`config.mk`:
```
export PLATFORM = sky130hd
export DESIGN_NAME = icache_top
export DESIGN_NICKNAME = d
export VERILOG_FILES = /design/src/source/icache_pkg.sv /design/src/source/icache_lines.sv /design/src/source/icache_fill.sv /design/src/source/icache_resp.sv /design/src/source/icache_top.sv
export SDC_FILE = /design/constraint.sdc
export NUM_CORES = 2
export LEC_CHECK = 0
export ABC_AREA = 0
export BUFFER_PORTS_ARGS = -buffer_cell sky130_fd_sc_hd__buf_4
export CAP_MARGIN = 20
export CORE_MARGIN = 2
export CORE_UTILIZATION = 36
export DETAILED_ROUTE_END_ITERATION = 16
export PLACE_DENSITY_LB_ADDON = 0.12
export SLEW_MARGIN = 15
export SYNTH_ARGS = -nofsm -noshare
export SYNTH_HDL_FRONTEND = slang
export SYNTH_SLANG_ARGS = --single-unit
```
`constraint.sdc`:
```
create_clock -name aclk -period 33.9 [get_ports aclk]
set_input_delay 10.17 -clock aclk [delete_from_list [all_inputs] [get_ports aclk]]
set_output_delay 10.17 -clock aclk [all_outputs]
set_load 0.01 [all_outputs]
```
`src/source/icache_pkg.sv`:
```
//////////////////////////////
// Shared geometry and state types for the instruction cache
// Imported by every cache block
//////////////////////////////

package icache_pkg;

    //////////////////////////////
    // Word and address widths
    //////////////////////////////

    // Instruction word width
    localparam int XLEN = 32;
    // Fetch and memory address width
    localparam int ADDR_W = 32;

    //////////////////////////////
    // Cache geometry
    //////////////////////////////

    // Line payload in bits
    localparam int LINE_W = 128;
    localparam int WORDS_PER_LINE = LINE_W / XLEN;
    // Byte offset bits inside one line
    localparam int OFFSET_W = $clog2(LINE_W / 8);
    // Number of lines, direct mapped
    localparam int DEPTH = 16;
    localparam int INDEX_W = $clog2(DEPTH);
    // Remaining upper address bits
    localparam int TAG_W = ADDR_W - INDEX_W - OFFSET_W;

    //////////////////////////////
    // Memory read channel
    //////////////////////////////

    // One instruction word per beat
    localparam int MEM_DATA_W = 32;
    // AXI arlen encoding, beats minus one
    localparam int BURST_LEN = (LINE_W / MEM_DATA_W) - 1;

    // Fill and flush sequencer states
    typedef enum logic [2:0] {
        FILL_IDLE,
        FILL_ADDR,
        FILL_DATA,
        FILL_WRITE,
        FILL_FLUSH
    } fill_state_t;

endpackage

```
`src/source/icache_lines.sv`:
```
`timescale 1ns/10ps

//////////////////////////////
// Line storage with tag and valid arrays
// Registered lookup gives one-cycle hit or miss strobes
//////////////////////////////

module icache_lines (
    input  logic                           aclk,
    input  logic                           rst_n,
    // Lookup side
    input  logic                           lookup_en,
    input  logic [icache_pkg::ADDR_W-1:0]  lookup_addr,
    // Line write from the fill sequencer
    input  logic                           wen,
    input  logic [icache_pkg::ADDR_W-1:0]  waddr,
    input  logic [icache_pkg::LINE_W-1:0]  wdata,
    // Flush walker
    input  logic                           flush_en,
    input  logic [icache_pkg::INDEX_W-1:0] flush_index,
    // Lookup result
    output logic                           hit,
    output logic                           miss,
    output logic [icache_pkg::LINE_W-1:0]  line_data,
    output logic [1:0]                     word_sel
);

    import icache_pkg::*;

    //////////////////////////////
    // Storage and address fields
    //////////////////////////////

    // Line payload, tag and valid per index
    logic [LINE_W-1:0]  data_mem [DEPTH];
    logic [TAG_W-1:0]   tag_mem  [DEPTH];
    logic [DEPTH-1:0]   valid_bits;

    // Fields of the fetch address
    logic [TAG_W-1:0]   lk_tag;
    logic [INDEX_W-1:0] lk_index;
    // Fields of the fill address
    logic [TAG_W-1:0]   wr_tag;
    logic [INDEX_W-1:0] wr_index;
    // Stored line matches the fetch address
    logic               tag_match;

    assign lk_tag   = lookup_addr[ADDR_W-1 -: TAG_W];
    assign lk_index = lookup_addr[OFFSET_W +: INDEX_W];
    assign wr_tag   = waddr[ADDR_W-1 -: TAG_W];
    assign wr_index = waddr[OFFSET_W +: INDEX_W];

    // Hit needs a valid entry and an equal tag
    assign tag_match = valid_bits[lk_index] && (tag_mem[lk_index] == lk_tag);

    //////////////////////////////
    // Array writes
    //////////////////////////////

    // Whole line and its tag land in one cycle
    always_ff @(posedge aclk) begin
        if (wen) begin
            data_mem[wr_index] <= wdata;
            tag_mem[wr_index]  <= wr_tag;
        end
    end

    // Walker clears one entry per cycle, fill marks its line valid
    always_ff @(posedge aclk) begin
        if (flush_en) begin
            valid_bits[flush_index] <= 1'b0;
        end else if (wen) begin
            valid_bits[wr_index] <= 1'b1;
        end
    end

    //////////////////////////////
    // Registered lookup
    //////////////////////////////

    // Strobes last one cycle per accepted lookup
    always_ff @(posedge aclk) begin
        if (!rst_n) begin
            hit  <= 1'b0;
            miss <= 1'b0;
        end else begin
            hit  <= lookup_en && tag_match;
            miss <= lookup_en && !tag_match;
        end
    end

    // Line and word select follow the strobe into the answer stage
    always_ff @(posedge aclk) begin
        if (lookup_en) begin
            line_data <= data_mem[lk_index];
            // Word index sits just above the byte bits
            word_sel  <= lookup_addr[OFFSET_W-1 -: 2];
        end
    end

endmodule

```
`src/source/icache_fill.sv`:
```
`timescale 1ns/10ps

//////////////////////////////
// Miss fill and flush sequencer
// Issues one read burst per miss, walks the valid bits on flush
//////////////////////////////

module icache_fill (
    input  logic                              aclk,
    input  logic                              rst_n,
    // Software flush handshake
    input  logic                              flush_req,
    output logic                              flush_ack,
    // Miss strobe from the lookup stage
    input  logic                              miss,
    input  logic [icache_pkg::ADDR_W-1:0]     miss_addr,
    // Lookup gate
    output logic                              busy,
    // Flush writes to the valid array
    output logic                              flush_en,
    output logic [icache_pkg::INDEX_W-1:0]    flush_index,
    // Line write to storage
    output logic                              wen,
    output logic [icache_pkg::ADDR_W-1:0]     waddr,
    output logic [icache_pkg::LINE_W-1:0]     wdata,
    // Memory read address channel
    output logic                              arvalid,
    input  logic                              arready,
    output logic [icache_pkg::ADDR_W-1:0]     araddr,
    output logic [7:0]                        arlen,
    // Memory read data channel
    input  logic                              rvalid,
    output logic                              rready,
    input  logic [icache_pkg::MEM_DATA_W-1:0] rdata,
    input  logic                              rlast
);

    import icache_pkg::*;

    //////////////////////////////
    // State and datapath
    //////////////////////////////

    fill_state_t        state;
    // Line-aligned address of the pending fill
    logic [ADDR_W-1:0]  fill_addr;
    // Beats shift in from the top, first beat ends at the bottom
    logic [LINE_W-1:0]  line_buf;
    // Index being cleared by the walker
    logic [INDEX_W-1:0] walk_index;
    // Walk was started by software and owes an acknowledge
    logic               walk_by_req;

    logic               flush_take;
    logic               beat_take;
    logic               last_index;

    // Request still high during its own ack cycle is not taken again
    assign flush_take = flush_req && !flush_ack;
    assign beat_take  = rvalid && rready;
    assign last_index = (walk_index == INDEX_W'(DEPTH - 1));

    //////////////////////////////
    // Sequencer
    //////////////////////////////

    // Reset enters the walk so every valid bit gets cleared
    always_ff @(posedge aclk) begin
        if (!rst_n) begin
            state       <= FILL_FLUSH;
            walk_index  <= '0;
            walk_by_req <= 1'b0;
            flush_ack   <= 1'b0;
        end else begin
            // Ack is a single pulse
            flush_ack <= 1'b0;
            case (state)
                FILL_IDLE: begin
                    // A miss in flight is served before a flush
                    if (miss) begin
                        state <= FILL_ADDR;
                    end else if (flush_take) begin
                        state       <= FILL_FLUSH;
                        walk_index  <= '0;
                        walk_by_req <= 1'b1;
                    end
                end
                FILL_ADDR: begin
                    // Hold the address until the memory takes it
                    if (arready) begin
                        state <= FILL_DATA;
                    end
                end
                FILL_DATA: begin
                    // Gaps in rvalid just wait here
                    if (beat_take && rlast) begin
                        state <= FILL_WRITE;
                    end
                end
                FILL_WRITE: begin
                    // Line is written this cycle, then the held fetch is looked up again
                    state <= FILL_IDLE;
                end
                FILL_FLUSH: begin
                    walk_index <= walk_index + 1'b1;
                    if (last_index) begin
                        state       <= FILL_IDLE;
                        flush_ack   <= walk_by_req;
                        walk_by_req <= 1'b0;
                    end
                end
                default: begin
                    state <= FILL_IDLE;
                end
            endcase
        end
    end

    // Capture the missing line base when the fill starts
    always_ff @(posedge aclk) begin
        if ((state == FILL_IDLE) && miss) begin
            fill_addr <= {miss_addr[ADDR_W-1:OFFSET_W], {OFFSET_W{1'b0}}};
        end
    end

    // One word per accepted beat
    always_ff @(posedge aclk) begin
        if (beat_take) begin
            line_buf <= {rdata, line_buf[LINE_W-1:MEM_DATA_W]};
        end
    end

    //////////////////////////////
    // Outputs
    //////////////////////////////

    assign arvalid = (state == FILL_ADDR);
    assign araddr  = fill_addr;
    // Fixed four-beat burst
    assign arlen   = 8'(BURST_LEN);
    assign rready  = (state == FILL_DATA);

    assign wen   = (state == FILL_WRITE);
    assign waddr = fill_addr;
    assign wdata = line_buf;

    assign flush_en    = (state == FILL_FLUSH);
    assign flush_index = walk_index;

    // Also covers the miss strobe cycle and a flush about to start
    assign busy = (state != FILL_IDLE) || miss || flush_take;

endmodule

```
`src/source/icache_resp.sv`:
```
`timescale 1ns/10ps

//////////////////////////////
// Answer stage, picks the fetched word and pulses inst_ready
//////////////////////////////

module icache_resp (
    input  logic                          aclk,
    input  logic                          rst_n,
    // Lookup result
    input  logic                          hit,
    input  logic [icache_pkg::LINE_W-1:0] line_data,
    input  logic [1:0]                    word_sel,
    // Fetch answer
    output logic [icache_pkg::XLEN-1:0]   inst_rdata,
    output logic                          inst_ready,
    // Answer in flight, blocks a second lookup of the held fetch
    output logic                          pending
);

    import icache_pkg::*;

    // Word picked out of the line
    logic [XLEN-1:0] word;

    // Word mux over the line
    always_comb begin
        word = line_data[XLEN-1:0];
        for (int w = 0; w < WORDS_PER_LINE; w++) begin
            if (word_sel == 2'(w)) begin
                word = line_data[w*XLEN +: XLEN];
            end
        end
    end

    // Ready pulse one cycle after the hit strobe
    always_ff @(posedge aclk) begin
        if (!rst_n) begin
            inst_ready <= 1'b0;
        end else begin
            inst_ready <= hit;
        end
    end

    // Data held until the next hit
    always_ff @(posedge aclk) begin
        if (hit) begin
            inst_rdata <= word;
        end
    end

    // Requester still holds the old address through the ready cycle
    assign pending = hit || inst_ready;

endmodule

```
`src/source/icache_top.sv`:
```
`timescale 1ns/10ps

//////////////////////////////
// Instruction cache top, fetch port in and AXI read channel out
//////////////////////////////

module icache_top (
    input  logic                              aclk,
    input  logic                              rst_n,
    // Software flush
    input  logic                              flush_req,
    output logic                              flush_ack,
    // Fetch port
    input  logic                              inst_en,
    input  logic [icache_pkg::ADDR_W-1:0]     inst_addr,
    output logic [icache_pkg::XLEN-1:0]       inst_rdata,
    output logic                              inst_ready,
    // Central memory read channel
    output logic                              arvalid,
    input  logic                              arready,
    output logic [icache_pkg::ADDR_W-1:0]     araddr,
    output logic [7:0]                        arlen,
    input  logic                              rvalid,
    output logic                              rready,
    input  logic [icache_pkg::MEM_DATA_W-1:0] rdata,
    input  logic                              rlast
);

    import icache_pkg::*;

    //////////////////////////////
    // Internal wires
    //////////////////////////////

    logic               lookup_en;
    logic               hit;
    logic               miss;
    logic [LINE_W-1:0]  line_data;
    logic [1:0]         word_sel;
    logic               pending;
    logic               busy;
    logic               wen;
    logic [ADDR_W-1:0]  waddr;
    logic [LINE_W-1:0]  wdata;
    logic               flush_en;
    logic [INDEX_W-1:0] flush_index;

    // One lookup per held fetch, none while filling or flushing
    assign lookup_en = inst_en && !pending && !busy;

    icache_lines u_lines (
        .aclk        (aclk),
        .rst_n       (rst_n),
        .lookup_en   (lookup_en),
        .lookup_addr (inst_addr),
        .wen         (wen),
        .waddr       (waddr),
        .wdata       (wdata),
        .flush_en    (flush_en),
        .flush_index (flush_index),
        .hit         (hit),
        .miss        (miss),
        .line_data   (line_data),
        .word_sel    (word_sel)
    );

    // Fetch address is held stable, so it doubles as the miss address
    icache_fill u_fill (
        .aclk        (aclk),
        .rst_n       (rst_n),
        .flush_req   (flush_req),
        .flush_ack   (flush_ack),
        .miss        (miss),
        .miss_addr   (inst_addr),
        .busy        (busy),
        .flush_en    (flush_en),
        .flush_index (flush_index),
        .wen         (wen),
        .waddr       (waddr),
        .wdata       (wdata),
        .arvalid     (arvalid),
        .arready     (arready),
        .araddr      (araddr),
        .arlen       (arlen),
        .rvalid      (rvalid),
        .rready      (rready),
        .rdata       (rdata),
        .rlast       (rlast)
    );

    icache_resp u_resp (
        .aclk       (aclk),
        .rst_n      (rst_n),
        .hit        (hit),
        .line_data  (line_data),
        .word_sel   (word_sel),
        .inst_rdata (inst_rdata),
        .inst_ready (inst_ready),
        .pending    (pending)
    );

endmodule

```
==> summary.md <==
| Metric | Value |
|---|---|
| DIE HEIGHT | 541 um |
| GRT Total Usage | 0.180 |
| DRC Markers | 0 |
| Crit path max-delay cell type | buf_4 |
| Slew HR | 0.278 |
| Critical path's top delay family | buffers and inverters |
| Syn-to-layout area delta | 14.6% |
| Hold-fix buffers, CTS | 0 |
| Most frequent cells in the layout | edfxtp_1 (2766), mux4_2 (744), clkbuf_16 (316), buf_4 (209) |
| Clk pin slew, worst setup/hold paths | 60 ps |
| Post-synthesis register bit count | 2778 |
| Status | finished clean |
| RSZ-0062 raised after global routing | false |
| Die W | 541 um |
| Post-DP HPWL | 126000 um |
| Max Clock Freq | 68.3 MHz |
| Setup bufs post-CTS | 0 |
| Final WL | 265000 um |
| Switching Share | 0.204 |
| Number of synthesized flops with an enable pin | 2766 |
| Tcrit/Tclk final | 0.432 |
| Synth Instances | 4089 |
| Layout cells sized above 1 | 0.306 |
| Root Buffer | clkbuf_16 |
| Antenna violations before repair | 19 |
| Worst Tran Pin Value | 1080 ps |
| Peak supply drop | 30.7 uV |
| Detail-routed via count per cell | 5.32 |
| Max-slew violations | 0 |
| Pwr Total | 7.04 mW |
| Placeable Area | 287000 um2 |
| Hold crit path type | reg2reg |
| Gate power share | 0.029 |
| Die Area | 292000 um2 |
| Clk pwr share | 0.441 |
| Final count of hold timing violations | 0 |
| H-tree level count | 5 |
| Max_cap viols | 0 |
| CP arrival | 15250 ps |
| Synth Warn # | 0 |
| Cell Rows | 197 |
| Gr ovfl total | 0 |
| Post-Route Setup TNS | 0 ps |
| CTS max path bufs | 4 |
| Sequential power share | 0.530 |
| Crit path buf inv count | 5 |
| Starting density of the core | 0.361 |
| Final setup viols | 0 |
| Sink Count | 2778 |
| Async S/R FF share, synth | 0 |
| First-pass GRT wire length | 373000 um |
| Worst Path Required | 34500 ps |
| Clk_skew | 36.9 ps |
| Syn avg cell area | 25.4 um2 |
| GP Congestion | 0.711 |
| Critical Path End Type | register |
| Pwr per Cell Area | 59.3 nW/um2 |
| Antenna-violating nets left | 0 |
| Nature of the critical path startpoint | primary input |
| CP most frequent cell | buf_4 |
| NumNets Final | 4508 |
| Part of the Yosys area used for sequential elements | 0.803 |
| Main synth FF type | edfxtp_1 |
| 1st-iter DRT viols | 4220 |
| Io pins | 147 |
| Critical path type | in2reg |
| TritonCTS clock tree | built |
| CP max stage delay | 820 ps |
| Port buffer count | 132 |
| Synthesized area | 104000 um2 |
| Via count of the first global-routing pass | 47737 |
| Psw | 1.44 mW |
| Vias | 44984 |
| CTS resizes | 0 |
| Clock latency on the worst-skew pair | 880 ps |
| Worst path cell trace | buf_8, buf_4, buf_4, buf_4, buf_4, mux4_2, mux4_2 |
| Drt wl/cell | 31.4 um |
| Iteration count of the initial detailed-routing pass | 5 |
| Final min period | 14640 ps |
| CTS buffer count | 307 |
| Commonest non-fill, non-tap cell in the layout | edfxtp_1 |
| Largest net degree at the start of global routing | 126 |
| Distinct cells, synth | 63 |
| Leak | 36.5 nW |
| CP Max Fanout | 69 |
| Int Power | 5.60 mW |
==> metal layers <==
layer	up-vias	part of all wire	track usage
met3	294	0.043	0.0256
met1	25128	0.46	0.260
met5	-	0	0
met2	1072	0.48	0.291
met4	0	0.018	0.0403
li1	18490	-	-
==> final cells by class <==
type	instances	area, um2
antenna	6	15.0
multi-input combinational	1111	19500
tap	3781	4730
sequential	2778	83300
inverter	7	33.8
fill	24871	169000
clock inverter	149	1030
timing repair buffer	228	1930
clock buffer	391	8200
==> flip-flops by register name (all words and copies together), names as in the netlist, 4 cells and up <==
register	count
u_fill.araddr	28
u_lines.line_data	128
u_lines.tag_mem	384
u_lines.data_mem	2048
u_resp.inst_rdata	32
u_fill.flush_index	4
u_lines.valid_bits	16
u_fill.wdata	128
==> cell usage after synthesis (14+ instances only) <==
library cell | count | area (um2)
a21oi_1 | 35 | 175
buf_1 | 23 | 86.3
buf_2 | 73 | 365
buf_4 | 20 | 150
clkbuf_1 | 80 | 300
edfxtp_1 | 2766 | 83100
mux2_2 | 36 | 405
mux2i_1 | 25 | 250
mux4_2 | 744 | 16800
nand2_1 | 36 | 135
nor2_1 | 33 | 124
nor2b_1 | 14 | 87.6
nor3_1 | 18 | 90.1
o22ai_1 | 19 | 119
xor2_1 | 14 | 123
==> power groups by stage <==
stage	registers (mW)	logic [mW]	clock network [mW]
finish	3.73	0.204	3.11
global route	3.73	0.220	3.33
CTS	3.73	0.211	3.20
detailed placement	3.80	0.210	0
global placement	3.80	0.210	0
floorplan	3.80	0.152	0
==> worst reg2reg max path, stage by stage, from the launching register on <==
cell and delay, ps:
edfxtp_1 530, nor2_1 350, nand2_1 300, nor2_4 790, buf_4 770, buf_4 850, buf_4 770
==> cell families (layout without fill, tap and decap cells) <==
| group | after synthesis | count (layout) | synth area share |
|---|---|---|---|
| buffers and inverters | 210 | 775 | 0.00980 |
| multiplexers | 814 | 814 | 0.170 |
| other | 2 | 18 | 0.0000724 |
| AND/OR/NAND/NOR | 143 | 143 | 0.00713 |
| AO/OA/AOI/OAI | 116 | 116 | 0.00728 |
| flip-flops | 2778 | 2778 | 0.803 |
| adder cells (fa/ha/maj) | 4 | 4 | 0.000483 |
| XOR/XNOR | 22 | 22 | 0.00186 |
==> final timing paths <==
path,from,endpoint,slack (ps),cells past startpoint
hold / removal,u_fill.walk_by_req,u_fill.flush_ack,420,2
setup / recovery,inst_addr[4],u_lines.line_data[103],19260,7
hold reg to reg,u_fill.walk_by_req,u_fill.flush_ack,420,2
setup reg to reg,u_fill.araddr[6],u_lines.data_mem[2][74],29130,6
==> per-stage QoR <==
| stage | cell area [um2] | setup WS, ps | hold WS (ps) | std cells | util |
|---|---|---|---|---|---|
| after global routing | 119000 | 18810 | 453 | 8447 | 0.413 |
| after global placement | 110000 | 18160 | 436 | 7905 | 0.381 |
| after CTS | 119000 | 19120 | 433 | 8445 | 0.413 |
| after floorplan | 104000 | 13550 | 406 | 4099 | - |
| after detailed placement | 110000 | 18150 | 436 | 7905 | 0.381 |
| final | 119000 | 19260 | 419 | 8451 | 0.413 |
No activity file was read; power rests on OpenSTA's default activity.
